==> config.mk <==
export PLATFORM = sky130hd
export DESIGN_NAME = exe_mul_partial
export DESIGN_NICKNAME = d
export VERILOG_FILES = /design/src/logic/exe_pkg.sv /design/src/logic/exe_mul_partial.sv
export SDC_FILE = /design/constraint.sdc
export NUM_CORES = 2
export LEC_CHECK = 0
export ABC_AREA = 1
export CAP_MARGIN = 10
export CORE_MARGIN = 5
export CORE_UTILIZATION = 50
export DETAILED_ROUTE_END_ITERATION = 10
export DONT_BUFFER_PORTS = 1
export GPL_ROUTABILITY_DRIVEN = 0
export PLACE_DENSITY = 0.67
export SETUP_SLACK_MARGIN = 0.3
export SLEW_MARGIN = 20
export SYNTH_ARGS = -nofsm -noshare
export SYNTH_HDL_FRONTEND = slang
export SYNTH_SLANG_ARGS = --single-unit
==> constraint.sdc <==
create_clock -name vclk -period 7.3
set_input_delay 0.365 -clock vclk [all_inputs]
set_output_delay 0.365 -clock vclk [all_outputs]
set_load 0.02 [all_outputs]
==> src/logic/exe_pkg.sv <==
package exe_pkg;

    localparam int xlen           = 32;
    localparam int reg_addr_width = 5;
    localparam int op_width       = 4;

    // alu operations
    localparam logic [op_width-1:0] alu_add  = 4'd0;
    localparam logic [op_width-1:0] alu_sub  = 4'd1;
    localparam logic [op_width-1:0] alu_slt  = 4'd2;
    localparam logic [op_width-1:0] alu_sltu = 4'd3;
    localparam logic [op_width-1:0] alu_and  = 4'd4;
    localparam logic [op_width-1:0] alu_or   = 4'd5;
    localparam logic [op_width-1:0] alu_xor  = 4'd6;
    localparam logic [op_width-1:0] alu_nor  = 4'd7;
    localparam logic [op_width-1:0] alu_sll  = 4'd8;
    localparam logic [op_width-1:0] alu_srl  = 4'd9;
    localparam logic [op_width-1:0] alu_sra  = 4'd10;
    localparam logic [op_width-1:0] alu_lui  = 4'd11;

    // branch conditions
    localparam logic [op_width-1:0] br_jirl = 4'd3;
    localparam logic [op_width-1:0] br_b    = 4'd4;
    localparam logic [op_width-1:0] br_bl   = 4'd5;
    localparam logic [op_width-1:0] br_beq  = 4'd6;
    localparam logic [op_width-1:0] br_bne  = 4'd7;
    localparam logic [op_width-1:0] br_blt  = 4'd8;
    localparam logic [op_width-1:0] br_bge  = 4'd9;
    localparam logic [op_width-1:0] br_bltu = 4'd10;
    localparam logic [op_width-1:0] br_bgeu = 4'd11;

    // predictor categories
    localparam logic [1:0] cat_cond     = 2'd0;
    localparam logic [1:0] cat_jump     = 2'd1;
    localparam logic [1:0] cat_call     = 2'd2;
    localparam logic [1:0] cat_indirect = 2'd3;

    localparam logic [xlen-1:0] link_offset = 32'd4;

    // one opcode field decoded per unit
    typedef union packed {
        logic [op_width-1:0] alu_op;
        logic [op_width-1:0] br_cond;
        struct packed {
            logic       high;
            logic       is_signed;
            logic [1:0] spare;
        } mul;
    } exe_op_u;

endpackage

==> src/logic/exe_mul_partial.sv <==
module exe_mul_partial (
    input  logic [exe_pkg::xlen-1:0] src0,
    input  logic [exe_pkg::xlen-1:0] src1,
    input  exe_pkg::exe_op_u         op,
    output logic [exe_pkg::xlen-1:0] pp_hh,
    output logic [exe_pkg::xlen-1:0] pp_hl,
    output logic [exe_pkg::xlen-1:0] pp_lh,
    output logic [exe_pkg::xlen-1:0] pp_ll,
    output logic [exe_pkg::xlen-1:0] adjust
);

    localparam int half = exe_pkg::xlen / 2;

    logic [half-1:0]          src0_hi;
    logic [half-1:0]          src0_lo;
    logic [half-1:0]          src1_hi;
    logic [half-1:0]          src1_lo;
    logic [exe_pkg::xlen-1:0] neg_terms;

    assign src0_hi = src0[exe_pkg::xlen-1:half];
    assign src0_lo = src0[half-1:0];
    assign src1_hi = src1[exe_pkg::xlen-1:half];
    assign src1_lo = src1[half-1:0];

    // unsigned 16x16 products
    assign pp_hh = src0_hi * src1_hi;
    assign pp_hl = src0_hi * src1_lo;
    assign pp_lh = src0_lo * src1_hi;
    assign pp_ll = src0_lo * src1_lo;

    // a negative operand weighs -2^32 times the other one,
    // which only touches the upper word
    assign neg_terms = (src0[exe_pkg::xlen-1] ? src1 : '0)
                     + (src1[exe_pkg::xlen-1] ? src0 : '0);

    assign adjust = op.mul.is_signed ? -neg_terms : '0;

endmodule

# [After elaboration in Yosys (flattened, before gate mapping)]
# Cells that the tools add are included.
[totals] inputBits=68 word_cells=9 ff_bits=0 output_inout_bits=160
[classes] mux=3 n_addsub=2 multipliers=4
[ops] operator="16-bit by 16-bit multiplier with 32-bit output" count=4
[ops] operator="32-bit two-way mux" count=3
[ops] operator="32-bit adder" count=1
[ops] operator="32-bit negation" count=1

# [Longest topological paths before layout]
[logic_depth] depth_word=4 ltp_mapped=24 ltp_nobuf=23

# [Least setup slack after synthesis]
# Ideal clock, no wire load.
[synth_timing] path_type="in2out" startpoint="in src1[23] (netlist bit)" endpoint="out pp_lh[16] (netlist bit)" path_buffers=1 path_slack_ns=1.784 arrival_time_ns=5.151 t_required_ns=6.935 cell_stages=21 cell_sequence="clkbuf_1 > nand2_1 > fa_1 > inv_1 > fa_1 > inv_1 > fa_1 > inv_1 > fa_1 > fa_1 > inv_1 > fa_1 > inv_1 > ha_1 > nand2_1 > nor2_1 > inv_1 > o21bai_1 > inv_1 > nand2_1 > xor2_1"
[synth_via] elab_chain_len=1
[synth_lines] element="start, declared" line_no="exe_mul_partial.sv:3" rtl="input logic [exe_pkg::xlen-1:0] src1,"
[synth_lines] element="16-bit by 16-bit multiplier with 32-bit output" line_no="exe_mul_partial.sv:28" rtl="assign pp_lh = src0_lo * src1_hi;"
[synth_lines] element="end, declared" line_no="exe_mul_partial.sv:7" rtl="output logic [exe_pkg::xlen-1:0] pp_lh,"
# Every way passes these cells.

# [Worst setup path in the final report]
[layout_timing] startpoint="in src0[23] (netlist bit)" endpoint="out pp_hl[19] (netlist bit)"
[layout_via] elab_chain_len=1
[layout_lines] element="start, declared" line_no="exe_mul_partial.sv:2" rtl="input logic [exe_pkg::xlen-1:0] src0,"
[layout_lines] element="16-bit by 16-bit multiplier with 32-bit output" line_no="exe_mul_partial.sv:27" rtl="assign pp_hl = src0_hi * src1_lo;"
[layout_lines] element="end, declared" line_no="exe_mul_partial.sv:6" rtl="output logic [exe_pkg::xlen-1:0] pp_hl,"
# Every way passes these cells.

==> run summary <==
status -> complete, no violations
CP max stage delay -> 0.58 ns
minimum clock period -> 5.70 ns
number of global-route vias before repair -> 33800
Layout Utilization -> 51.1%
FF/Latch Area -> 0 um^2
required time of the critical path -> 6.93 ns
Peak Freq -> 175 MHz
number of port buffers -> 0
die width -> 289 um
site row count -> 102
share of the synthesized area in the top cell type -> 39.8%
Pre-antenna DRT Iters -> 6
Core ar. -> 77500 um^2
NumNets Final -> 6710
DIE AREA -> 83800 um^2
Syn Inst Count -> 5581
# diodes -> 0
# hold bufs at CTS -> 0
Seq cells -> 0
wire length per cell -> 16.5 um
HP Class -> in -> out
Initial Utilization -> 50.4%
DR iter-0 viols -> 1949
All-Layer GR Usage -> 25.8%
count leader, synth -> inv_1
Area Overhead vs Synth -> 1.44%
initial antenna violation count -> 0
DRC violations left -> 0
RSZ-0062 raised after global routing -> no
Final period util -> 78.1%
Vias/cell -> 5.04
largest net degree at the start of global routing -> 33
cell mode on critical path -> fa_1
layout cells sized above 1 -> 0.891%
Synth cell types -> 34
first-pass GRT wire length -> 175 mm
final setup TNS -> 0 ns
crit end category -> output pin
Crit path arrival time -> 5.33 ns
final hold vios -> 0
average size of a mapped cell -> 7.00 um^2
Die Ht -> 289 um
GR Overflow Total -> 0
count of pins over their slew limit -> 0
I/O pins -> 228
clk_buf instances -> 0
Cell Area, Synth -> 39100 um^2
critical path class -> in -> out
Synth Warn # -> 0
Synth top cells by count -> 1698 x inv_1, 1675 x nand2_1, 777 x fa_1, 477 x ha_1, 193 x clkbuf_1
post-CTS setup buffer count -> 0
final setup violation count -> 0
CP Max Fanout -> 32
Hold WS -> 0.859 ns
CP max stage cell -> xnor2_1
CP startpoint kind -> input port
Routed Antenna Nets -> 0
DP HPWL -> 83.5 mm
top post-synthesis cells by area -> fa_1 40%, inv_1 16%, nand2_1 16%
Mapped Nets -> 6903
routed wire length -> 106 mm
Slew @ Worst Pin -> 0.704 ns
via count -> 32400
cell taking the most area after synthesis -> fa_1
post-cts repair resize count -> 0
Max-Slew Margin vs Limit -> 52.7%
sequential element share of the synthesized area -> 0%
crit-path cells -> nand2_1 > fa_1 > inv_1 > fa_1 > inv_1 > fa_1 > inv_1 > fa_1 > fa_1 > inv_1 > fa_1 > inv_1 > ha_1 > nand2_1 > o21ai_0 > nand2_1 > nand2_1 > a21oi_1 > xnor2_1
number of max-cap violations -> 0
cell families after synthesis:
logic type / Yosys count / share of synthesized area (%)
AOI/OAI and AO/OA: 265 / 3.70
xor gates and xnor gates: 77 / 1.73
and+or+nand+nor: 2090 / 21.2
adders and majority gates: 1254 / 55.1
buffers and inverters: 1895 / 18.2
cell type report:
class	instances	area [um^2]
Fill cell	7805	37800
Inverter	1700	6380
Tap cell	1040	1300
Multi-Input combinational cell	3686	31900
metrics by stage:
step	cell area (um^2)	std cells	worst slack, ns
floorplan	39100	5581	1.78
finish	39600	6426	1.60
global route	39600	6426	1.33
CTS	39600	6426	1.59
global placement	39600	6426	1.58
detailed placement	39600	6426	1.63
per-layer routing:
| metal | track usage (%) | part of all wire, % | up-vias | routed length (um) |
|---|---|---|---|---|
| li1 | - | - | 15500 | - |
| met1 | 34.3 | 42 | 15800 | 44300 |
| met2 | 46.0 | 49 | 984 | 52200 |
| met5 | 0 | 0 | - | 0 |
| met3 | 3.69 | 7.4 | 107 | 7880 |
| met4 | 3.61 | 1.4 | 0 | 1470 |
final timing paths:
kind	start	depth (start not counted)	end
max	src0[23]	19	pp_hl[19]
min	src0[0]	2	pp_lh[0]
critical path, delay by kind of cell:
family / cells / cell delay [ns]
adders and majority gates: 7 / 3.40
buffers and inverters: 5 / 0.26
and+or+nand+nor: 4 / 0.37
xor gates and xnor gates: 1 / 0.58
AOI/OAI and AO/OA: 2 / 0.34
layout by cell type, fill, tap and decap left out:
| cell | n |
|---|---|
| nor3_1 | 16 |
| a31oi_1 | 1 |
| nand3_1 | 130 |
| a21o_1 | 10 |
| nand3_2 | 3 |
| nand2_1 | 1675 |
| nand3b_1 | 1 |
| a21oi_2 | 1 |
| ha_1 | 477 |
| a21boi_0 | 5 |
| o21ai_0 | 61 |
| o211ai_1 | 2 |
| a21oi_1 | 155 |
| fa_1 | 777 |
| nand4_1 | 26 |
| inv_2 | 2 |
| and2_1 | 4 |
| a21boi_1 | 1 |
| nor2_1 | 192 |
| nor2_4 | 3 |
| and3_1 | 1 |
| xnor2_1 | 16 |
| o21ai_1 | 1 |
| o21bai_1 | 15 |
| xor2_1 | 61 |
| nor3_2 | 10 |
| nor3b_2 | 1 |
| o21a_1 | 13 |
| inv_1 | 1698 |
| nand2_2 | 23 |
| nor2_2 | 5 |
Power is not shown: default switching activity piles up to over one toggle a cycle in this logic, so the estimate is an artifact.
