## config.mk

```make
export PLATFORM = sky130hd
export DESIGN_NAME = exe_branch
export DESIGN_NICKNAME = d
export VERILOG_FILES = /design/src/logic/exe_pkg.sv /design/src/logic/exe_branch.sv
export SDC_FILE = /design/constraint.sdc
export NUM_CORES = 1
export LEC_CHECK = 0
export BUFFER_PORTS_ARGS = -buffer_cell sky130_fd_sc_hd__buf_4
export CORE_ASPECT_RATIO = 0.75
export CORE_MARGIN = 4
export CORE_UTILIZATION = 35
export DETAILED_ROUTE_END_ITERATION = 8
export GPL_TIMING_DRIVEN = 0
export SLEW_MARGIN = 15
export SYNTH_ARGS = -nofsm -noshare
export SYNTH_HDL_FRONTEND = slang
export SYNTH_SLANG_ARGS = --single-unit
```

## constraint.sdc

```tcl
create_clock -name vclk -period 8.78
set_input_delay 1.756 -clock vclk [all_inputs]
set_output_delay 1.756 -clock vclk [all_outputs]
set_load 0.01 [all_outputs]
```

## src/logic/exe_pkg.sv

```systemverilog
package exe_pkg;

    localparam int xlen           = 32;
    localparam int reg_addr_width = 5;
    localparam int op_width       = 4;

    // alu operations
    localparam logic [op_width-1:0] alu_add  = 4'd0;
    localparam logic [op_width-1:0] alu_sub  = 4'd1;
    localparam logic [op_width-1:0] alu_slt  = 4'd2;
    localparam logic [op_width-1:0] alu_sltu = 4'd3;
    localparam logic [op_width-1:0] alu_and  = 4'd4;
    localparam logic [op_width-1:0] alu_or   = 4'd5;
    localparam logic [op_width-1:0] alu_xor  = 4'd6;
    localparam logic [op_width-1:0] alu_nor  = 4'd7;
    localparam logic [op_width-1:0] alu_sll  = 4'd8;
    localparam logic [op_width-1:0] alu_srl  = 4'd9;
    localparam logic [op_width-1:0] alu_sra  = 4'd10;
    localparam logic [op_width-1:0] alu_lui  = 4'd11;

    // branch conditions
    localparam logic [op_width-1:0] br_jirl = 4'd3;
    localparam logic [op_width-1:0] br_b    = 4'd4;
    localparam logic [op_width-1:0] br_bl   = 4'd5;
    localparam logic [op_width-1:0] br_beq  = 4'd6;
    localparam logic [op_width-1:0] br_bne  = 4'd7;
    localparam logic [op_width-1:0] br_blt  = 4'd8;
    localparam logic [op_width-1:0] br_bge  = 4'd9;
    localparam logic [op_width-1:0] br_bltu = 4'd10;
    localparam logic [op_width-1:0] br_bgeu = 4'd11;

    // predictor categories
    localparam logic [1:0] cat_cond     = 2'd0;
    localparam logic [1:0] cat_jump     = 2'd1;
    localparam logic [1:0] cat_call     = 2'd2;
    localparam logic [1:0] cat_indirect = 2'd3;

    localparam logic [xlen-1:0] link_offset = 32'd4;

    // one opcode field decoded per unit
    typedef union packed {
        logic [op_width-1:0] alu_op;
        logic [op_width-1:0] br_cond;
        struct packed {
            logic       high;
            logic       is_signed;
            logic [1:0] spare;
        } mul;
    } exe_op_u;

endpackage

```

## src/logic/exe_branch.sv

```systemverilog
module exe_branch (
    input  logic                     en,
    input  exe_pkg::exe_op_u         op,
    input  logic [exe_pkg::xlen-1:0] pc,
    input  logic [exe_pkg::xlen-1:0] pc_next,
    input  logic [exe_pkg::xlen-1:0] imm,
    input  logic [exe_pkg::xlen-1:0] src0,
    input  logic [exe_pkg::xlen-1:0] src1,
    output logic [exe_pkg::xlen-1:0] link_data,
    output logic                     link_en,
    output logic                     mispredict,
    output logic [exe_pkg::xlen-1:0] correct_pc,
    output logic [exe_pkg::xlen-1:0] target,
    output logic                     taken,
    output logic                     valid,
    output logic [1:0]               category
);

    logic [exe_pkg::xlen-1:0] seq_pc;
    logic                     is_jirl;
    logic                     is_bl;

    assign is_jirl = op.br_cond == exe_pkg::br_jirl;
    assign is_bl   = op.br_cond == exe_pkg::br_bl;
    assign seq_pc  = pc + exe_pkg::link_offset;

    // jirl is register relative, the rest pc relative
    assign target = is_jirl ? src0 + imm : pc + imm;

    always_comb begin
        case (op.br_cond)
            exe_pkg::br_jirl, exe_pkg::br_b, exe_pkg::br_bl: taken = 1'b1;
            exe_pkg::br_beq:  taken = src0 == src1;
            exe_pkg::br_bne:  taken = src0 != src1;
            exe_pkg::br_blt:  taken = $signed(src0) < $signed(src1);
            exe_pkg::br_bge:  taken = $signed(src0) >= $signed(src1);
            exe_pkg::br_bltu: taken = src0 < src1;
            exe_pkg::br_bgeu: taken = src0 >= src1;
            default:          taken = 1'b0;
        endcase
    end

    always_comb begin
        case (op.br_cond)
            exe_pkg::br_jirl: category = exe_pkg::cat_indirect;
            exe_pkg::br_b:    category = exe_pkg::cat_jump;
            exe_pkg::br_bl:   category = exe_pkg::cat_call;
            default:          category = exe_pkg::cat_cond;
        endcase
    end

    assign correct_pc = taken ? target : seq_pc;
    assign valid      = en;
    assign mispredict = en && correct_pc != pc_next;

    // return address for bl and jirl
    assign link_en   = en && (is_bl || is_jirl);
    assign link_data = seq_pc;

endmodule

```

## Yosys cells after proc, flatten, opt, wreduce, memory -nomap -nowiden

Index checks and enable logic that the tools add are counted.
Widths: inputs -> output; s select.

| storage, ports and cells | value |
|---|---|
| register bits | 0 |
| output and inout bits | 102 |

| cells by class | value |
|---|---|
| add/subtract/negate cells | 3 |
| $lt $le $gt $ge | 4 |
| eq/ne operators | 12 |
| muxes and demuxes | 4 |
| reductions and logical operators | 4 |

Operators by type and width:

| kind | count |
|---|---|
| $add 32x32->32 | 2 |
| $ge 32x32->1 | 2 |
| $lt 32x32->1 | 2 |
| $mux 32 | 2 |
| $ne 32x32->1 | 2 |
| $add 32x3->32 const B | 1 |
| $eq 32x32->1 | 1 |
| $eq 4x3->1 const B | 4 |
| $eq 4x4->1 const B | 4 |
| $pmux 1 s7 | 1 |
| $pmux 2 s3 | 1 |
| $eq 4x2->1 const B | 1 |
| $reduce_or 3->1 | 1 |
| $logic_and 1x1->1 | 2 |
| $logic_or 1x1->1 | 1 |

## Logic depth before layout (Yosys ltp)

Gate-level depths: netlist of the first run.

| logic depth | value |
|---|---|
| depth after elaboration | 6 |
| mapped depth | 19 |
| gate-level depth less buffers | 17 |

## Least setup slack after synthesis of the first run

No wires, ideal clock.

| path | value |
|---|---|
| path kind | input to output |
| start | input op[3] in the netlist's numbering |
| end | output mispredict |
| arrival | 5.913 ns |
| data required time | 7.024 ns |
| path slack | 1.111 ns |
| stages on the path | 18 |
| buffers on the path | 3 |
| cells stage by stage | nand2b_1 > nor3b_1 > clkbuf_1 > clkbuf_1 > mux2_2 > ha_1 > clkbuf_1 > nand2_1 > o22ai_1 > o41ai_4 > and3b_1 > a211oi_1 > o311ai_1 > a311oi_1 > xnor2_1 > xnor2_1 > a41o_1 > a41oi_1 |

| on the way | value |
|---|---|
| elaborated cells on any way between the ends | 15 |
| those cells by class | eq/ne: 10; mux: 3; reduce/logical: 2 |

RTL lines:

| what | line | source |
|---|---|---|
| start, declared | exe_branch.sv:3 | `input exe_pkg::exe_op_u op,` |
| $eq 4x2->1 | exe_branch.sv:23 | `assign is_jirl = op.br_cond == exe_pkg::br_jirl;` |
| $mux 32 | exe_branch.sv:28 | `assign target = is_jirl ? src0 + imm : pc + imm;` |
| named net target (one bit) | exe_branch.sv:13 | `output logic [exe_pkg::xlen-1:0] target,` |
| $mux 32 | exe_branch.sv:52 | `assign correct_pc = taken ? target : seq_pc;` |
| $ne 32x32->1 | exe_branch.sv:54 | `assign mispredict = en && correct_pc != pc_next;` |
| $logic_and 1x1->1 | exe_branch.sv:54 |  |
| end, declared | exe_branch.sv:11 | `output logic mispredict,` |

The timed path passes the listed nets, and every way through them passes these cells.

## Worst setup path after layout of the first run

| path | value |
|---|---|
| start | input op[3] in the netlist's numbering |
| end | output mispredict |

| on the way | value |
|---|---|
| longest elaborated chain between the ends | 6 |
| elaborated cells on any way between the ends | 15 |
| those cells by class | eq/ne: 10; mux: 3; reduce/logical: 2 |

Ends and longest elaborated chain:

| what | line | source |
|---|---|---|
| $eq 4x2->1 or $eq 4x3->1 (tied branches) | exe_branch.sv:23, exe_branch.sv:31 |  |
| $reduce_or 3->1 | exe_branch.sv:31 | `case (op.br_cond)` |
| $pmux 1 s7 | exe_branch.sv:31 |  |
| $mux 32 * | exe_branch.sv:52 |  |
| $ne 32x32->1 * | exe_branch.sv:54 |  |
| $logic_and 1x1->1 * | exe_branch.sv:54 |  |

Mark *: on every way between the ends. The rest lies on a longest branch, timed or not.

==> results by group, run 1 <==
Run status
  – Status: finished clean

Place
  – Gpl congestion: between 0.9 and 1
  – Port Buffer Count: ~270
  – Setup WS pre-CTS: -243 ps
  – DP HPWL: 22.4 mm

Power
  – Lkg Pwr: between 0.003 and 0.004 uW
  – Net Sw Frac: 0.563
  – Fraction of power consumed by sequential logic: 0
  – Pint: about 290 uW
  – Clock share of power: 0
  – Power Density: 88.2 nW/um^2
  – Logic gate share of total power: 1.000
  – Peak VDD IR: slightly below 0.00006 V
  – Net Sw Power: roughly 370 uW

Route
  – Via count: 6856
  – Post-route DRC: 0
  – Vias/cell: approximately 5.6
  – Pre-antenna DRT Iters: 5
  – Antenna Nets Post-Route: 0
  – 1st-iter DRT viols: roughly 600
  – Detailed-route wire length per cell: 20.9 um
  – Overall routed net length: about 26 mm

Finish
  – Nets@finish: ~1300
  – Layout cell share with drive strength beyond 1: 0.317
  – Clk_buf instances: 0
  – FILL cells: ~1500
  – P&R area growth vs syn: 44.2%
  – Seq_cells: 0
  – Most common cell after layout, fill and taps aside: buf_4
  – Diode count: 0
  – Most frequent cells in the layout: buf_4, nand2_1, inv_1
  – Register area: 0 sq um
  – Area of the multi-input gates: around 4700 sq um

STA
  – Relative slew slack: 0.294
  – Tmin final: between 8000 and 9000 ps
  – Worst slew pin tran: roughly 1000 ps
  – Endpoints failing hold: 0
  – Final Cycle Share: 0.966
  – Final critical-path setup slack: 295 ps
  – TNS Setup: 0 ps
  – Final setup vio count: 0
  – RSZ-0062 raised after global routing: false
  – Max Slew Vio Count: 0
  – Fmax: between 100 and 150 MHz

Hold path
  – Hold EP: link_data[0]
  – Hold Crit Class: input pin to output pin
  – Hold Startpoint: pc[0]
  – Worst Hold Path Cells: 3

Job
  – Maxcap violations: 0

Yosys
  – Syn avg cell area: 6.70 sq um
  – Post-Synth Simple-Gate Area: 0.250
  – Gate Count Post-Synth: between 700 and 800
  – XOR/XNOR share of the synthesized area: 0.135
  – Synth Area in Compound Gates: 0.278
  – Post-synth net total: 997
  – Ys Warns: 0
  – Post-synthesis sequential area ratio: 0
  – Adder-Cell Fraction of Synth Area: 0.160
  – Largest family of logic cells by synthesized area: compound AO/OA/AOI/OAI gates
  – Yosys cell types: 73
  – Post-Syn Area: roughly 5100 sq um
  – Mux contribution to synthesized area: 0.0895

CTS
  – CTS Hold Bufs: 0
  – Post-CTS Setup Repair Bufs: 0

Setup path
  – CP max FO: 10
  – Delay of the slowest critical-path stage: between 400 and 500 ps
  – Required time of the critical path: approximately 7000 ps
  – Arrival time at the worst endpoint: about 6700 ps
  – Crit. End Element: output pin
  – Crit Path Class: input pin to output pin
  – CP Launch Type: input pin
  – Crit-path cells: buf_4, nand2b_1, nor3b_1, clkbuf_2, clkbuf_4, mux2_2, ha_1, a21o_1, a31o_2, o21ai_2, a21oi_1, a31oi_1, xnor2_1, a221o_1, nor4_1, a21oi_1, a2111oi_1, a41oi_1, buf_4
  – Max stage delay cell, worst path: a221o_1

Global route
  – Gr usage total: 0.286
  – First-pass GRT wire length: roughly 37 mm
  – Gr ovfl total: 0
  – Vias in the first global route: between 6000 and 7000
  – Antenna violations before repair: 0
  – Pin count of the biggest net entering global routing: 11

Floorplanning
  – Number of placement rows: 38
  – Die ar.: ~17000 sq um
  – Initial Util: 0.357
  – I/O Pins: roughly 270
  – Die Wd: about 150 um
  – CORE AREA: roughly 14000 sq um
  – Die H: approximately 110 um
-- cells by family (layout without fill, tap and decap cells) --
family,after synthesis,count (layout)
XOR/XNOR,76,76
buffers and inverters,115,382
adder cells (fa/ha/maj),65,65
multiplexers,42,42
AND/OR/NAND/NOR,261,261
AO/OA/AOI/OAI,208,208
-- cell usage after synthesis (all sizes together) (8+ instances only) --
cell,n,share of area
nand2,91,0.066
inv,88,0.064
ha,64,0.16
a21oi,54,0.053
o21ai,50,0.049
nor2,49,0.038
xnor2,44,0.075
mux2,32,0.070
xor2,30,0.051
nand3,23,0.022
nand4,16,0.019
nor3,16,0.016
clkbuf,15,0.011
nor2b,12,0.015
buf,11,0.012
a21o,10,0.015
mux2i,10,0.019
nand2b,9,0.011
o211ai,9,0.013
o21a,9,0.013
and3,8,0.0097
and4,8,0.014
-- power by group through the flow --
stage / clock network (uW) / registers [uW] / logic, uW
floorplan: 0 / 0 / 341
global placement: 0 / 0 / 640
detailed placement: 0 / 0 / 640
CTS: 0 / 0 / 644
global route: 0 / 0 / 702
finish: 0 / 0 / 654
-- metal layers --
metal	vias up	GRT usage	wire, um
li1	3319	-	-
met1	3170	0.431	12000
met2	342	0.440	10900
met3	25	0.0420	2480
met4	0	0.0388	402
met5	-	0	0
-- repair_timing --
| action | in CTS | in global routing |
|---|---|---|
| endpoints found under the setup margin | 1 | 1 |
| pin swaps | 0 | 1 |
| endpoints found under the hold margin | 0 | 0 |
| gates resized for setup | 4 | 9 |
-- layout make-up --
| cell class | count | area share |
|---|---|---|
| plain buffers | 26 | 0.0167 |
| multi-input cells | 652 | 0.634 |
| well taps | 200 | 0.0337 |
| repair buffers | 267 | 0.270 |
| inverters | 89 | 0.0452 |
-- critical path, delay by kind of cell --
family | cells | cell delay [ps]
simple gates | 3 | 720
fa+ha+maj | 1 | 380
buf+inv | 4 | 960
xor+xnor | 1 | 190
compound gates | 9 | 2350
mux | 1 | 360
-- worst max path at each step --
| stage | start | endpoint | slack [ps] |
|---|---|---|---|
| finish | op[3] | mispredict | 290 |
| global route | op[3] | mispredict | 5 |
| CTS | op[3] | mispredict | 200 |
| detailed placement | op[3] | mispredict | -240 |
| global placement | op[3] | mispredict | -270 |
| floorplan | op[3] | mispredict | 1110 |
-- through the flow --
stage          utilization  instance area, sq um  hold slack, ps  instances  power [uW]
2_1_floorplan            -                  5140            3560        767         341
3_3_place_gp         0.513                  7400            3790       1234         640
3_5_place_dp         0.513                  7400            3790       1234         640
4_1_cts              0.514                  7410            3790       1234         644
5_1_grt              0.515                  7420            3800       1234         702
6_report             0.515                  7420            3790       1234         654
Note: power is estimated with default switching activity, not from simulation.
==> inputs of run 2 (changes only) <==
--- a/config.mk
+++ b/config.mk
@@ -8,9 +8,10 @@
 export BUFFER_PORTS_ARGS = -buffer_cell sky130_fd_sc_hd__buf_4
 export CORE_ASPECT_RATIO = 0.75
 export CORE_MARGIN = 4
-export CORE_UTILIZATION = 35
+export CORE_UTILIZATION = 45
 export DETAILED_ROUTE_END_ITERATION = 8
 export GPL_TIMING_DRIVEN = 0
+export PLACE_DENSITY = 0.8
 export SLEW_MARGIN = 15
 export SYNTH_ARGS = -nofsm -noshare
 export SYNTH_HDL_FRONTEND = slang
==> run 2 against run 1 <==
Compared with the run above: core utilization rose by 15 points; die area fell by 21%; critical endpoint unchanged; critical path type unchanged; sequential share of layout area did not move; largest power group unchanged; first-iteration DRC count rose by 27%.
==> results by group, run 2 (synthesis results as in run 1) <==
Floorplanning
  – Die Wd: 131 um (-11%)
  – I/O Pins: 267 (unchanged)
  – CORE AREA: 11100 sq um (-23%)
  – Initial Util: 0.465 (+0.108)
  – Die H: 101 um (-11%)
  – Number of placement rows: 33 (-13%)
  – Die ar.: 13200 sq um (-21%)

Route
  – Detailed-route wire length per cell: 20.1 um (-3.6%)
  – Post-route DRC: 0 (unchanged)
  – Overall routed net length: 23.7 mm (-8.3%)
  – Antenna Nets Post-Route: 0 (unchanged)
  – 1st-iter DRT viols: 780 (+27%)
  – Pre-antenna DRT Iters: 5 (unchanged)
  – Vias/cell: 5.92 (+6.6%)
  – Via count: 6954 (+1.4%)

Global route
  – Grt met1 use: 0.479 (+0.0480)
  – Gr ovfl total: 0 (unchanged)
  – Pin count of the biggest net entering global routing: 11 (unchanged)
  – Routing usage on met3: 0.0569 (+0.0149)
  – First-pass GRT wire length: 36.0 mm (-3.2%)
  – Vias in the first global route: 6496 (+3.9%)
  – Gr usage total: 0.337 (+0.0511)
  – Antenna violations before repair: 0 (unchanged)
  – GRT busiest layer: met2
  – Met2 Use GR: 0.549 (+0.108)

Finish
  – Clk_buf instances: 0 (unchanged)
  – Diode count: 0 (unchanged)
  – FILL cells: 1071 (-30%)
  – P&R area growth vs syn: 42.9%
  – Area of the multi-input gates: 4710 sq um (+0.13%)
  – Nets@finish: 1266 (unchanged)
  – Final instance area: 7350 sq um (-0.89%)
  – Register area: 0 sq um (unchanged)
  – Util after Layout: 0.664 (+0.149)
  – Layout cell share with drive strength beyond 1: 0.318 (+0.000967)
  – Seq_cells: 0 (unchanged)
  – Most common cell after layout, fill and taps aside: buf_4
  – Most frequent cells in the layout: buf_4, nand2_1, inv_1

Power
  – Peak VDD IR: 0.0000533 V (-10%)
  – Clock share of power: 0 (unchanged)
  – PnR Total Power: 645 uW (-1.4%)
  – Logic gate share of total power: 1.000 (about the same)
  – Net Sw Power: 359 uW (-2.4%)
  – Lkg Pwr: 0.00367 uW (about the same)
  – Pint: 286 uW (-0.12%)
  – Net Sw Frac: 0.557 (-0.00579)
  – Power Density: 87.7 nW/um^2 (-0.53%)
  – Fraction of power consumed by sequential logic: 0 (unchanged)

Hold path
  – Hold Crit Class: input pin to output pin
  – Hold Startpoint: op[3]
  – Worst Hold Path Cells: 3 (unchanged)

CTS
  – Post_cts resized: 3 (-1)
  – CTS Hold Bufs: 0 (unchanged)
  – Post-CTS Setup Repair Bufs: 0 (unchanged)

STA
  – Endpoints failing hold: 0 (unchanged)
  – Final setup vio count: 0 (unchanged)
  – Final Cycle Share: 0.980 (+0.0139)
  – Max Slew Vio Count: 0 (unchanged)
  – Fmax: 116 MHz (-1.4%)
  – Tmin final: 8610 ps (+122 ps)
  – Worst slew pin tran: 1210 ps (+162 ps)
  – RSZ-0062 raised after global routing: false
  – Relative slew slack: 0.182 (-0.112)

Place
  – DP HPWL: 20.4 mm (-8.8%)
  – Port Buffer Count: 267 (unchanged)
  – Gpl congestion: 0.953 (-1.0%)
  – Dpl cell area: 7320 sq um (-1.0%)

Setup path
  – Required time of the critical path: 7020 ps (about the same)
  – Critical path origin: op[3]
  – Crit. End Element: output pin
  – CP Launch Type: input pin
  – Crit Path Class: input pin to output pin
  – CP max FO: 10 (unchanged)
  – Arrival time at the worst endpoint: 6850 ps (+120 ps)

Job
  – Maxcap violations: 0 (unchanged)

Run status
  – Status: finished clean
## run 2: per-stage QoR
step / setup TNS, ps / std cells / worst slack (ps) / hold WS [ps]
6_report: 0 / 1174 / 172 / 3780
5_1_grt: 0 / 1174 / 31.4 / 3790
4_1_cts: 0 / 1174 / 165 / 3780
3_5_place_dp: -364 / 1174 / -364 / 3780
3_3_place_gp: -358 / 1174 / -358 / 3780
2_1_floorplan: 0 / 767 / 1110 / 3560
## run 2: final timing paths
path                     endpoint  slack (ps)
worst max-delay path   mispredict         170
worst min-delay path  category[0]        3780
## run 2: critical path, stage by stage
cell and delay, ps:
buf_4 120, nand2b_1 160, nor3b_1 180, clkbuf_4 280
clkbuf_4 310, mux2_2 370, ha_1 370, a21oi_1 230
o21ai_0 220, or3_1 410, o211a_1 280, o311ai_0 1030
nand2_1 180, o2111a_1 210, o22a_1 180, and4_1 180
a41oi_1 200, buf_4 160
## run 2: cell type report
cell class                      count  share of cell area
Buffer                             26              0.0172
Inverter                           89              0.0456
Multi-Input combinational cell    652               0.641
Tap cell                          140              0.0238
Timing Repair Buffer              267               0.273
## run 2: per-layer routing
metal	wire (um)	vias to the layer above
met5	0	-
met4	550	0
met3	2750	49
met2	10200	425
met1	10100	3167
li1	-	3313
## run 2: power groups by stage
stage / logic (uW) / registers (uW) / clock network [uW]
2_1_floorplan: 341 / 0 / 0
5_1_grt: 692 / 0 / 0
4_1_cts: 630 / 0 / 0
6_report: 645 / 0 / 0
3_3_place_gp: 623 / 0 / 0
3_5_place_dp: 627 / 0 / 0
