`config.mk`:
```
export PLATFORM = sky130hd
export DESIGN_NAME = exe_mul_sum
export DESIGN_NICKNAME = d
export VERILOG_FILES = /design/src/logic/exe_pkg.sv /design/src/logic/exe_mul_sum.sv
export SDC_FILE = /design/constraint.sdc
export NUM_CORES = 1
export LEC_CHECK = 0
export BUFFER_PORTS_ARGS = -buffer_cell sky130_fd_sc_hd__buf_2
export CAP_MARGIN = 20
export CORE_ASPECT_RATIO = 1.1
export CORE_MARGIN = 3
export CORE_UTILIZATION = 52
export DETAILED_ROUTE_END_ITERATION = 8
export PLACE_DENSITY = 0.93
export SYNTH_ARGS = -nofsm -noshare
export SYNTH_HDL_FRONTEND = slang
export SYNTH_SLANG_ARGS = --single-unit
```
`constraint.sdc`:
```
create_clock -name vclk -period 10.43
set_input_delay 2.086 -clock vclk [all_inputs]
set_output_delay 2.086 -clock vclk [all_outputs]
set_load 0.005 [all_outputs]
```
`src/logic/exe_pkg.sv`:
```
package exe_pkg;

    localparam int xlen           = 32;
    localparam int reg_addr_width = 5;
    localparam int op_width       = 4;

    // alu operations
    localparam logic [op_width-1:0] alu_add  = 4'd0;
    localparam logic [op_width-1:0] alu_sub  = 4'd1;
    localparam logic [op_width-1:0] alu_slt  = 4'd2;
    localparam logic [op_width-1:0] alu_sltu = 4'd3;
    localparam logic [op_width-1:0] alu_and  = 4'd4;
    localparam logic [op_width-1:0] alu_or   = 4'd5;
    localparam logic [op_width-1:0] alu_xor  = 4'd6;
    localparam logic [op_width-1:0] alu_nor  = 4'd7;
    localparam logic [op_width-1:0] alu_sll  = 4'd8;
    localparam logic [op_width-1:0] alu_srl  = 4'd9;
    localparam logic [op_width-1:0] alu_sra  = 4'd10;
    localparam logic [op_width-1:0] alu_lui  = 4'd11;

    // branch conditions
    localparam logic [op_width-1:0] br_jirl = 4'd3;
    localparam logic [op_width-1:0] br_b    = 4'd4;
    localparam logic [op_width-1:0] br_bl   = 4'd5;
    localparam logic [op_width-1:0] br_beq  = 4'd6;
    localparam logic [op_width-1:0] br_bne  = 4'd7;
    localparam logic [op_width-1:0] br_blt  = 4'd8;
    localparam logic [op_width-1:0] br_bge  = 4'd9;
    localparam logic [op_width-1:0] br_bltu = 4'd10;
    localparam logic [op_width-1:0] br_bgeu = 4'd11;

    // predictor categories
    localparam logic [1:0] cat_cond     = 2'd0;
    localparam logic [1:0] cat_jump     = 2'd1;
    localparam logic [1:0] cat_call     = 2'd2;
    localparam logic [1:0] cat_indirect = 2'd3;

    localparam logic [xlen-1:0] link_offset = 32'd4;

    // one opcode field decoded per unit
    typedef union packed {
        logic [op_width-1:0] alu_op;
        logic [op_width-1:0] br_cond;
        struct packed {
            logic       high;
            logic       is_signed;
            logic [1:0] spare;
        } mul;
    } exe_op_u;

endpackage

```
`src/logic/exe_mul_sum.sv`:
```
module exe_mul_sum (
    input  logic [exe_pkg::xlen-1:0] pp_hh,
    input  logic [exe_pkg::xlen-1:0] pp_hl,
    input  logic [exe_pkg::xlen-1:0] pp_lh,
    input  logic [exe_pkg::xlen-1:0] pp_ll,
    input  logic [exe_pkg::xlen-1:0] adjust,
    input  logic                     high,
    output logic [exe_pkg::xlen-1:0] result
);

    localparam int half = exe_pkg::xlen / 2;

    logic [2*exe_pkg::xlen-1:0] product;
    logic [exe_pkg::xlen-1:0]   upper;

    // hh and ll do not overlap, so they concatenate
    assign product = {pp_hh, pp_ll}
                   + ({{exe_pkg::xlen{1'b0}}, pp_hl} << half)
                   + ({{exe_pkg::xlen{1'b0}}, pp_lh} << half);

    assign upper  = product[2*exe_pkg::xlen-1:exe_pkg::xlen] + adjust;
    assign result = high ? upper : product[exe_pkg::xlen-1:0];

endmodule

```
## After elaboration in Yosys (flattened, before gate mapping)

Cells that the tools add are included.

| cells by class | value |
|---|---|
| $add $sub $neg | 3 |
| $mul | 0 |
| div/mod/pow operators | 0 |
| order comparisons | 0 |
| equality and inequality tests | 0 |
| shift-type cells | 0 |
| mux-type cells | 1 |
| bitwise logic cells | 0 |
| reductions and logical operators | 0 |

Operators with widths:

| operator | number |
|---|---|
| adder 64 x 48 -> 64 bit | 2 |
| adder 32 bit | 1 |
| two-way mux 32 bit | 1 |

| word-level totals | value |
|---|---|
| flip-flop bits (word level) | 0 |
| latch bits | 0 |
| memory bits (writable) | 0 |
| bits in read-only memories | 0 |
| input bits | 161 |
| output and inout bits | 32 |
| word-level logic and storage cells | 4 |
| memories | 0 |

## Logic depth before layout (Yosys ltp)

Gate-level depths: netlist (run 1).

| logic depth | value |
|---|---|
| word-level depth | 4 |
| gate-level depth with buffers | 26 |
| depth with buffers taken out | 25 |

## Least setup slack after synthesis (run 1)

No wires, ideal clock.

| path | value |
|---|---|
| path type | input-to-output |
| start | input port pp_hl[6] (netlist name) |
| end | output port result[30] (netlist name) |
| arrival time | 6,796 ps |
| setup slack | 1,548 ps |
| stages | 21 |
| path buffers | 0 |
| path through | fa_1 ha_1 a21o_1 or3_4 o21ai_2 nand2_2 a2111o_1 a31o_2 a21oi_1 nor2_1 xor2_1 ha_1 and2_1 a2111oi_0 o21ai_0 o2bb2ai_1 a21oi_1 o31ai_1 o31ai_1 mux2i_1 o311ai_1 |

| between the ends | value |
|---|---|
| cells in the longest elaborated chain, start to end | 4 |

RTL lines:

| item | line | source |
|---|---|---|
| start: declaration | exe_mul_sum.sv:3 | `input logic [exe_pkg::xlen-1:0] pp_hl,` |
| adder 64 x 48 -> 64 bit * | exe_mul_sum.sv:18 | `+ ({{exe_pkg::xlen{1'b0}}, pp_hl} << half)` |
| adder 64 x 48 -> 64 bit * | exe_mul_sum.sv:19 | `+ ({{exe_pkg::xlen{1'b0}}, pp_lh} << half);` |
| adder 32 bit | exe_mul_sum.sv:21 | `assign upper = product[2*exe_pkg::xlen-1:exe_pkg::xlen] + adjust;` |
| two-way mux 32 bit * | exe_mul_sum.sv:22 | `assign result = high ? upper : product[exe_pkg::xlen-1:0];` |
| end: declaration | exe_mul_sum.sv:8 | `output logic [exe_pkg::xlen-1:0] result` |

Every way passes the cells marked *; elsewhere a longest branch is shown, timed or not.

## Worst setup path after layout (run 1)

Ends and elaborated chain as after synthesis.

==> results of run 1 <==
[Yosys cell counts, drive strengths merged, types with 2 or more instances]
master	instances	area [um2]
o21bai	9	67.56
buf	2	22.52
nand3	19	95.09
or3	4	31.28
a41o	3	31.28
a311oi	3	32.53
o211ai	3	22.52
o21a	7	53.80
a32oi	2	17.52
or4b	3	30.03
a31oi	6	37.54
a41oi	2	17.52
nor2b	6	40.04
xor2	25	219.0
nor3b	4	30.03
a211o	2	17.52
a31o	2	17.52
ha	68	850.8
a2111oi	2	17.52
mux2	14	161.4
mux2i	5	50.05
o21ai	36	187.7
nand3b	2	15.01
or2	3	18.77
a21o	35	264.0
a211oi	12	95.09
xnor2	39	341.6
fa	34	680.7
nand2	44	167.7
inv	24	90.09
clkbuf	15	76.33
o2111ai	3	32.53
and2	7	46.29
nor3	6	30.03
and3	18	117.6
o311ai	4	35.03
nand2b	10	70.06
a21oi	65	336.6
o31ai	6	45.04
nand4	9	56.30
nor2	37	138.9
[tightest hold or removal path: stages]
cell and delay [ps]:
buf_2 80, nand2_1 40, o31ai_1 60, buf_2 110
[cell families (layout without fill, tap and decap cells)]
kind of cell	after synthesis	count (layout)	synth area share
fa+ha+maj	102	102	0.3170
compound gates	210	210	0.2898
buf+inv	42	218	0.04274
simple gates	176	176	0.1906
xor+xnor	64	64	0.1160
mux	19	19	0.04377
[layout make-up]
| cell class | count | area (um2) | share of cell area |
|---|---|---|---|
| well taps | 114 | 142.6 | 0.02440 |
| multi-input cells | 571 | 4631 | 0.7920 |
| repair buffers | 193 | 965.9 | 0.1652 |
| inverters | 25 | 107.6 | 0.01840 |
[stage by stage]
step                  util  total power (uW)  setup slack [ps]  instance area [um2]
CTS                 0.6516             816.5             614.8                 5841
floorplan                -             587.9              1548                 4831
global route        0.6523             913.2             86.34                 5847
detailed placement  0.6516             810.1             646.3                 5841
global placement    0.6516             796.5             836.6                 5841
finish              0.6523             824.4             573.0                 5847
[per-layer routing]
metal	up-vias	routed length, um	GRT usage
li1	2620	-	-
met1	2455	5640	0.3235
met2	217	7186	0.4815
met3	24	940	0.02407
met4	0	256	0.03462
met5	-	0	0
[cell usage in the layout, fill, tap and decap left out, types with 5 or more instances in the layout]
cell type,count
buf_2,193
ha_1,68
a21oi_1,64
nand2_1,43
xnor2_1,39
nor2_1,37
a21o_1,34
fa_1,34
xor2_1,25
inv_1,24
nand3_1,19
o21ai_0,18
and3_1,17
o21ai_1,16
mux2_2,13
a211oi_1,11
o21bai_1,9
nand4_1,9
nand2b_1,9
o21a_1,6
o31ai_1,6
a31oi_1,6
nor3_1,6
and2_1,5
nor2b_1,5
mux2i_1,5
[final timing paths]
path / startpoint / slack (ps) / cells after the start / to
worst max-delay path: pp_hl[6] / 570 / 23 / result[30]
worst min-delay path: pp_ll[5] / 4460 / 4 / result[5]
[power groups by stage]
stage	logic [uW]	registers [uW]	clock network (uW)
floorplan	588	0	0
global placement	797	0	0
detailed placement	810	0	0
CTS	816	0	0
global route	913	0	0
finish	824	0	0
==> metrics.txt, run 1 <==
status finished, final reports clean; CP Class in2out; Worst Setup Start Kind primary input; hold slack 4460 ps; area grow syn2layout 21.03%; Top Family by Delay on Critical Path compound AO/OA/AOI/OAI gates; die footprint 10480 um2; Crit Path Max Fanout 4; buffers plus inverters on the worst setup path 2; Ant. Diodes 0; crit path capture type output pin; die width 97.90 um; Initial Utilization 0.5389; final setup TNS 0 ps; Tot GR Track Use 0.2565; CP arrival 7770 ps; RePlAce Congestion 0.9270; slowest stage delay, CP 490 ps; Die Height 107.1 um; Clock power frac 0; I/O pin total 193; DP HPWL 12.25 mm; filler cell count 804; Seq/Total Area, Yosys 0; worst slew pin tran 911.1 ps; Final Hold Fails 0; total global routing overflow 0; via-per-instance ratio 5.887; TritonRoute pass-1 iters 5; PwrDens 141.0 nW/um2; post-CTS sizing 0; Post-Synthesis Cells 613; post-route ant nets 0; Warnings, synthesis 0; FP Rows 36; Final min period 9857 ps; P_sw 447.2 uW; Max Cap Violations 0; Core Region 8964 um2; Syn Area/Cell 7.881 um2; vias in the first global route 5138; # setup viols final 0; combinational power share 1.000; layout cells sized above 1 0.2928; switching power share of the total 0.5424; Syn Std Cell Area 4831 um2; via count 5316; routed wire length 14.02 mm; # DRC 0; Finished Layout Cells 903; syn_nets 876; P_int 377.2 uW; crit-path cells buf_2 -> fa_1 -> ha_1 -> a21o_1 -> or3_4 -> o21ai_2 -> nand2_2 -> a2111o_1 -> a31o_2 -> a21oi_1 -> nor2_1 -> xor2_1 -> ha_1 -> and2_1 -> a2111oi_0 -> o21ai_0 -> o2bb2ai_1 -> a21oi_1 -> o31ai_1 -> o31ai_1 -> mux2i_1 -> o311ai_1 -> buf_2; Fmax 101.5 MHz; Reg power frac 0; RSZ-0062 raised after global routing false; Avg WL per Cell 15.53 um; PortBufs 193; Clock buffer cells 0; max-slew violations 0; register area 0 um2; postcts setup bufs 0; placed insts 903; DRT iter0 DRCs 289; sequential cells 0; largest net degree at the start of global routing 47; Yosys cell types 73; first-pass GRT wire length 23.20 mm; Worst Hold Class in2out; slowest CP cell fa_1; WP data required 8340 ps; worst vdd ir 0.09522 mV; Max-slew headroom 0.3926; Tcrit/Tclk final 0.9451; Leak Pwr 0.002946 uW; initial antenna violation count 0; fin nets 1054; Post-CTS Hold Fix Bufs 0
Power figures use the tool's default switching activity.
==> run 2: changes to the inputs <==
==> constraint.sdc (replaced) <==
create_clock -name vclk -period 10.43
set_input_delay 1.5645 -clock vclk [all_inputs]
set_output_delay 1.5645 -clock vclk [all_outputs]
set_load 0.005 [all_outputs]
==> run 2 against run 1 <==
  * Largest power group unchanged
  * Sequential share of layout area stayed put
  * Core utilization hardly changed
  * Maximum frequency is 11% higher
  * Global-route usage is 0.85 points lower
  * Non-clock buffer count stayed put
  * Design area hardly changed
  * Die area stayed put
  * Via count hardly changed
  * Critical path type unchanged
==> metrics.txt, run 2 (synthesized netlist as in run 1, its figures left out) <==
routed wire length 13.76 mm (-1.9%); WL met3 1.017 mm (+8.2%); Post-CTS Hold Fix Bufs 0 (unchanged); Worst Hold Class in2out; register area 0 um2 (unchanged); WP data required 8870 ps (+530 ps); post-CTS sizing 0 (unchanged); max-slew violations 0 (unchanged); top sig layer met4; vias in the first global route 5053 (-1.7%); PortBufs 193 (unchanged); RSZ-0062 raised after global routing false; DR WL met2 6.995 mm (-2.7%); final setup TNS 0 ps (unchanged); CP Class in2out; Initial Utilization 0.5389 (unchanged); pre-CTS WS 1630 ps (+983.2 ps); worst vdd ir 0.07878 mV (-17%); sequential cells 0 (unchanged); Worst Setup Start Kind primary input; die footprint 10480 um2 (unchanged); most frequent cells in the layout 193 x buf_2, 68 x ha_1, 64 x a21oi_1, 43 x nand2_1, 39 x xnor2_1; Core Region 8964 um2 (unchanged); area grow syn2layout 20.95% (about the same); initial antenna violation count 1 (+1); Tcrit/Tclk final 0.8534 (-0.09165); Die Height 107.1 um (unchanged); design area 5843 um2 (about the same); Clock buffer cells 0 (unchanged); TritonRoute pass-1 iters 5 (unchanged); commonest non-fill, non-tap cell in the layout buf_2; Max-slew headroom 0.3963 (+0.003706); Placed Area 5841 um2 (unchanged); DRT iter0 DRCs 247 (-15%); Crit Path Max Fanout 7 (+3); crit path capture type output pin; DP HPWL 12.05 mm (-1.7%); PwrDens 140.5 nW/um2 (-0.34%); via-per-instance ratio 5.883 (about the same); Leak Pwr 0.002946 uW (about the same); via count 5318 (+0.038%); layout cells sized above 1 0.2915 (-0.001267); hold slack 3415 ps (-1044 ps); Final Hold Fails 0 (unchanged); FP Rows 36 (unchanged); Final min period 8901 ps (-956.0 ps); first-pass GRT wire length 22.34 mm (-3.7%); Total Power 821.0 uW (-0.41%); Tot GR Track Use 0.2479 (-0.008545); Avg WL per Cell 15.22 um (-2.0%); postcts setup bufs 0 (unchanged); largest net degree at the start of global routing 47 (unchanged); CP arrival 7340 ps (-430 ps); I/O pin total 193 (unchanged); Max Cap Violations 0 (unchanged); status finished, final reports clean; Fmax 112.3 MHz (+11%); RePlAce Congestion 0.9262 (about the same); total global routing overflow 0 (unchanged); # DRC 0 (unchanged); worst slew pin tran 905.5 ps (-5.559 ps); # setup viols final 0 (unchanged); wl on met1 5.542 mm (-1.7%); post-route ant nets 0 (unchanged); fin nets 1054 (unchanged); setup slack after layout 1529 ps (+956.0 ps); die width 97.90 um (unchanged)
[run 2: changes by cell type in the layout (fill, tap and decap cells not counted), sizes merged]
cell / previous run / this run
diode: 0 / 1
[run 2: final timing paths]
kind,startpoint,end,slack (ps),depth (start not counted)
worst max-delay path,pp_hl[7],result[30],1530,23
worst min-delay path,pp_ll[5],result[5],3420,4
[run 2: per-layer routing]
metal  GRT usage  up-vias
li1            -     2625
met1      0.3111     2458
met2      0.4655      217
met3     0.02537       18
met4     0.03462        0
met5           0        -
[run 2: layout make-up]
type                            instances  area, um2
Antenna cell                            1      2.502
Fill cell                             812       3120
Inverter                               25      107.6
Multi-Input combinational cell        571       4624
Tap cell                              114      142.6
Timing Repair Buffer                  193      965.9
[run 2: per-stage QoR]
step,std cells,util
floorplan,613,-
global placement,903,0.6516
detailed placement,903,0.6516
CTS,903,0.6516
global route,904,0.6519
finish,904,0.6519
[run 2: report_power, final]
group / switching [uW] / leakage [uW] / internal, uW
clock network: 0 / 0.00000000634 / 0.0000128
logic: 444 / 0.00295 / 377
registers: 0 / 0 / 0
[run 2: worst max-delay path, stage by stage]
cell,delay [ps]
buf_2,110
fa_1,480
ha_1,370
a21oi_1,180
o21ai_1,70
a211o_1,300
o21ai_1,250
a211oi_1,190
o2111ai_1,350
nand2_1,210
or4b_1,560
o211ai_1,110
ha_1,330
and2_1,200
a2111oi_0,400
o21ai_0,160
o2bb2ai_1,160
a21oi_1,290
o31ai_1,170
o31ai_1,330
mux2i_1,240
o311ai_1,120
buf_2,180
==> run 3: changes to the inputs <==
--- a/config.mk
+++ b/config.mk
@@ -7,11 +7,13 @@
 export LEC_CHECK = 0
 export BUFFER_PORTS_ARGS = -buffer_cell sky130_fd_sc_hd__buf_2
 export CAP_MARGIN = 20
+export CELL_PAD_IN_SITES_DETAIL_PLACEMENT = 2
+export CELL_PAD_IN_SITES_GLOBAL_PLACEMENT = 2
 export CORE_ASPECT_RATIO = 1.1
 export CORE_MARGIN = 3
-export CORE_UTILIZATION = 52
+export CORE_UTILIZATION = 28
 export DETAILED_ROUTE_END_ITERATION = 8
-export PLACE_DENSITY = 0.93
+export PLACE_DENSITY = 0.92
 export SYNTH_ARGS = -nofsm -noshare
 export SYNTH_HDL_FRONTEND = slang
 export SYNTH_SLANG_ARGS = --single-unit
==> constraint.sdc (replaced) <==
create_clock -name vclk -period 9.6
set_input_delay 0.48 -clock vclk [all_inputs]
set_output_delay 0.48 -clock vclk [all_outputs]
set_load 0.005 [all_outputs]
==> run 3 against run 2 <==
  * Non-clock buffer count grew 1
  * Global-route usage shrank 5.0 points
  * Critical path depth is the same
  * Largest power group unchanged
  * Count of clock-buffer cells in the layout is the same
  * Design area grew 2.6%
  * Cell count grew 13%
  * Critical endpoint unchanged
  * Core utilization shrank 29 points
  * Highest routed layer unchanged
  * Wire length grew 42%
  * Critical path type unchanged
  * Worst hold slack lost 2200 ps
==> metrics.txt, run 3 (synthesized netlist as in run 1, its figures left out) <==
status finished, final reports clean; RePlAce Congestion 0.8335 (-10%); fin nets 1055 (+0.095%); Tot GR Track Use 0.1978 (-0.05010); first-pass GRT wire length 31.20 mm (+40%); Max-slew headroom 0.4967 (+0.1004); pre-CTS WS 2852 ps (+1223 ps); vias in the first global route 6001 (+19%); I/O pin total 193 (unchanged); filler cell count 2008 (+150%); P_sw 549.1 uW (+24%); Fmax 147.2 MHz; sequential cells 0 (unchanged); Clock buffer cells 0 (unchanged); setup slack after layout 2806 ps (+1277 ps); CP arrival 6310 ps (-1030 ps); via count 5451 (+2.5%); crit path capture type output pin; Die Height 143.8 um (+34%); Worst Setup Start Kind primary input; multi-input logic area 4624 um2 (unchanged); PortBufs 193 (unchanged); largest net degree at the start of global routing 47 (unchanged); WP data required 9120 ps (+250 ps); Post-CTS Hold Fix Bufs 0 (unchanged); Final min period 6794 ps; Reg power frac 0 (unchanged); Initial Utilization 0.2908 (-0.2482); switching power share of the total 0.5696 (+0.02872); Clock power frac 0 (unchanged); layout cells sized above 1 0.2924 (+0.0008968); # DRC 0 (unchanged); worst vdd ir 0.05099 mV (-35%); routed wire length 19.54 mm (+42%); Core Util, Final 0.3608 (-0.2911); postcts setup bufs 0 (unchanged); Max Cap Violations 0 (unchanged); via-per-instance ratio 5.344 (-9.2%); Critical path origin pp_hl[2]; PwrDens 160.8 nW/um2 (+14%); register area 0 um2 (unchanged); final setup TNS 0 ps (unchanged); combinational power share 1.000 (about the same); total global routing overflow 0 (unchanged); Leak Pwr 0.002951 uW (+0.16%); Tcrit/Tclk final 0.7077; CP Class in2out; Hold Crit Start pp_ll[5]; Crit Path Max Fanout 7 (unchanged); TritonRoute pass-1 iters 4 (-1); Avg WL per Cell 19.16 um (+26%); max-slew violations 0 (unchanged); FP Rows 49 (+36%); worst slew pin tran 748.6 ps (-157.0 ps); P_int 414.9 uW (+10%); Final Hold Fails 0 (unchanged); hold slack 1253 ps (-2162 ps); die width 131.2 um (+34%); most frequent cells in the layout 193 x buf_2, 68 x ha_1, 64 x a21oi_1, 43 x nand2_1, 39 x xnor2_1; die footprint 18870 um2 (+80%); RSZ-0062 raised after global routing false; DRT iter0 DRCs 226 (-8.5%); DP HPWL 17.47 mm (+45%); Core Region 16610 um2 (+85%); post-CTS sizing 0 (unchanged); # setup viols final 0 (unchanged); post-route ant nets 0 (unchanged); Total Power 963.9 uW (+17%); Worst Hold Class in2out; commonest non-fill, non-tap cell in the layout buf_2; area grow syn2layout 24.09%; initial antenna violation count 1 (unchanged)
run 3: cell count changes in the layout (fill, tap and decap cells not counted):
| cell | previous run | this run |
|---|---|---|
| buf_4 | 0 | 1 |
run 3: final timing paths:
path | end | slack (ps) | cells past startpoint
max | result[30] | 2810 | 23
min | result[5] | 1250 | 4
run 3: through the flow:
step / std cells / instance area, um2
2_1_floorplan: 613 / 4831
3_3_place_gp: 1019 / 5992
3_5_place_dp: 1019 / 5992
4_1_cts: 1019 / 5992
5_1_grt: 1020 / 5995
6_report: 1020 / 5995
run 3: per-layer routing:
metal	track usage	part of all wire
met2	0.3881	0.54
met3	0.01891	0.036
met1	0.2387	0.41
met4	0.03151	0.014
met5	0	0
run 3: layout make-up:
| class | instances | area share |
|---|---|---|
| diodes | 1 | 0.0004174 |
| inverters | 25 | 0.01795 |
| multi-input cells | 571 | 0.7714 |
| well taps | 229 | 0.04780 |
| repair buffers | 194 | 0.1624 |
run 3: power groups by stage:
| stage | sequential, uW | clock, uW | combinational [uW] |
|---|---|---|---|
| after floorplan | 0 | 0 | 639 |
| after global placement | 0 | 0 | 913 |
| after detailed placement | 0 | 0 | 957 |
| after CTS | 0 | 0 | 965 |
| after global routing | 0 | 0.0000139 | 1060 |
| final | 0 | 0.0000140 | 964 |
run 3: critical path: stages:
cell	delay [ps]
buf_2	110
fa_1	500
ha_1	310
a21o_1	160
a21oi_1	280
a211oi_1	160
o21ai_1	270
a211oi_1	210
o2111ai_1	360
nand2_1	210
or4b_1	530
o211ai_1	120
ha_1	350
and2_1	220
a2111oi_0	390
o21ai_0	150
o2bb2ai_1	150
a21oi_1	320
o31ai_1	190
o31ai_1	300
mux2i_1	240
o311ai_1	120
buf_2	160
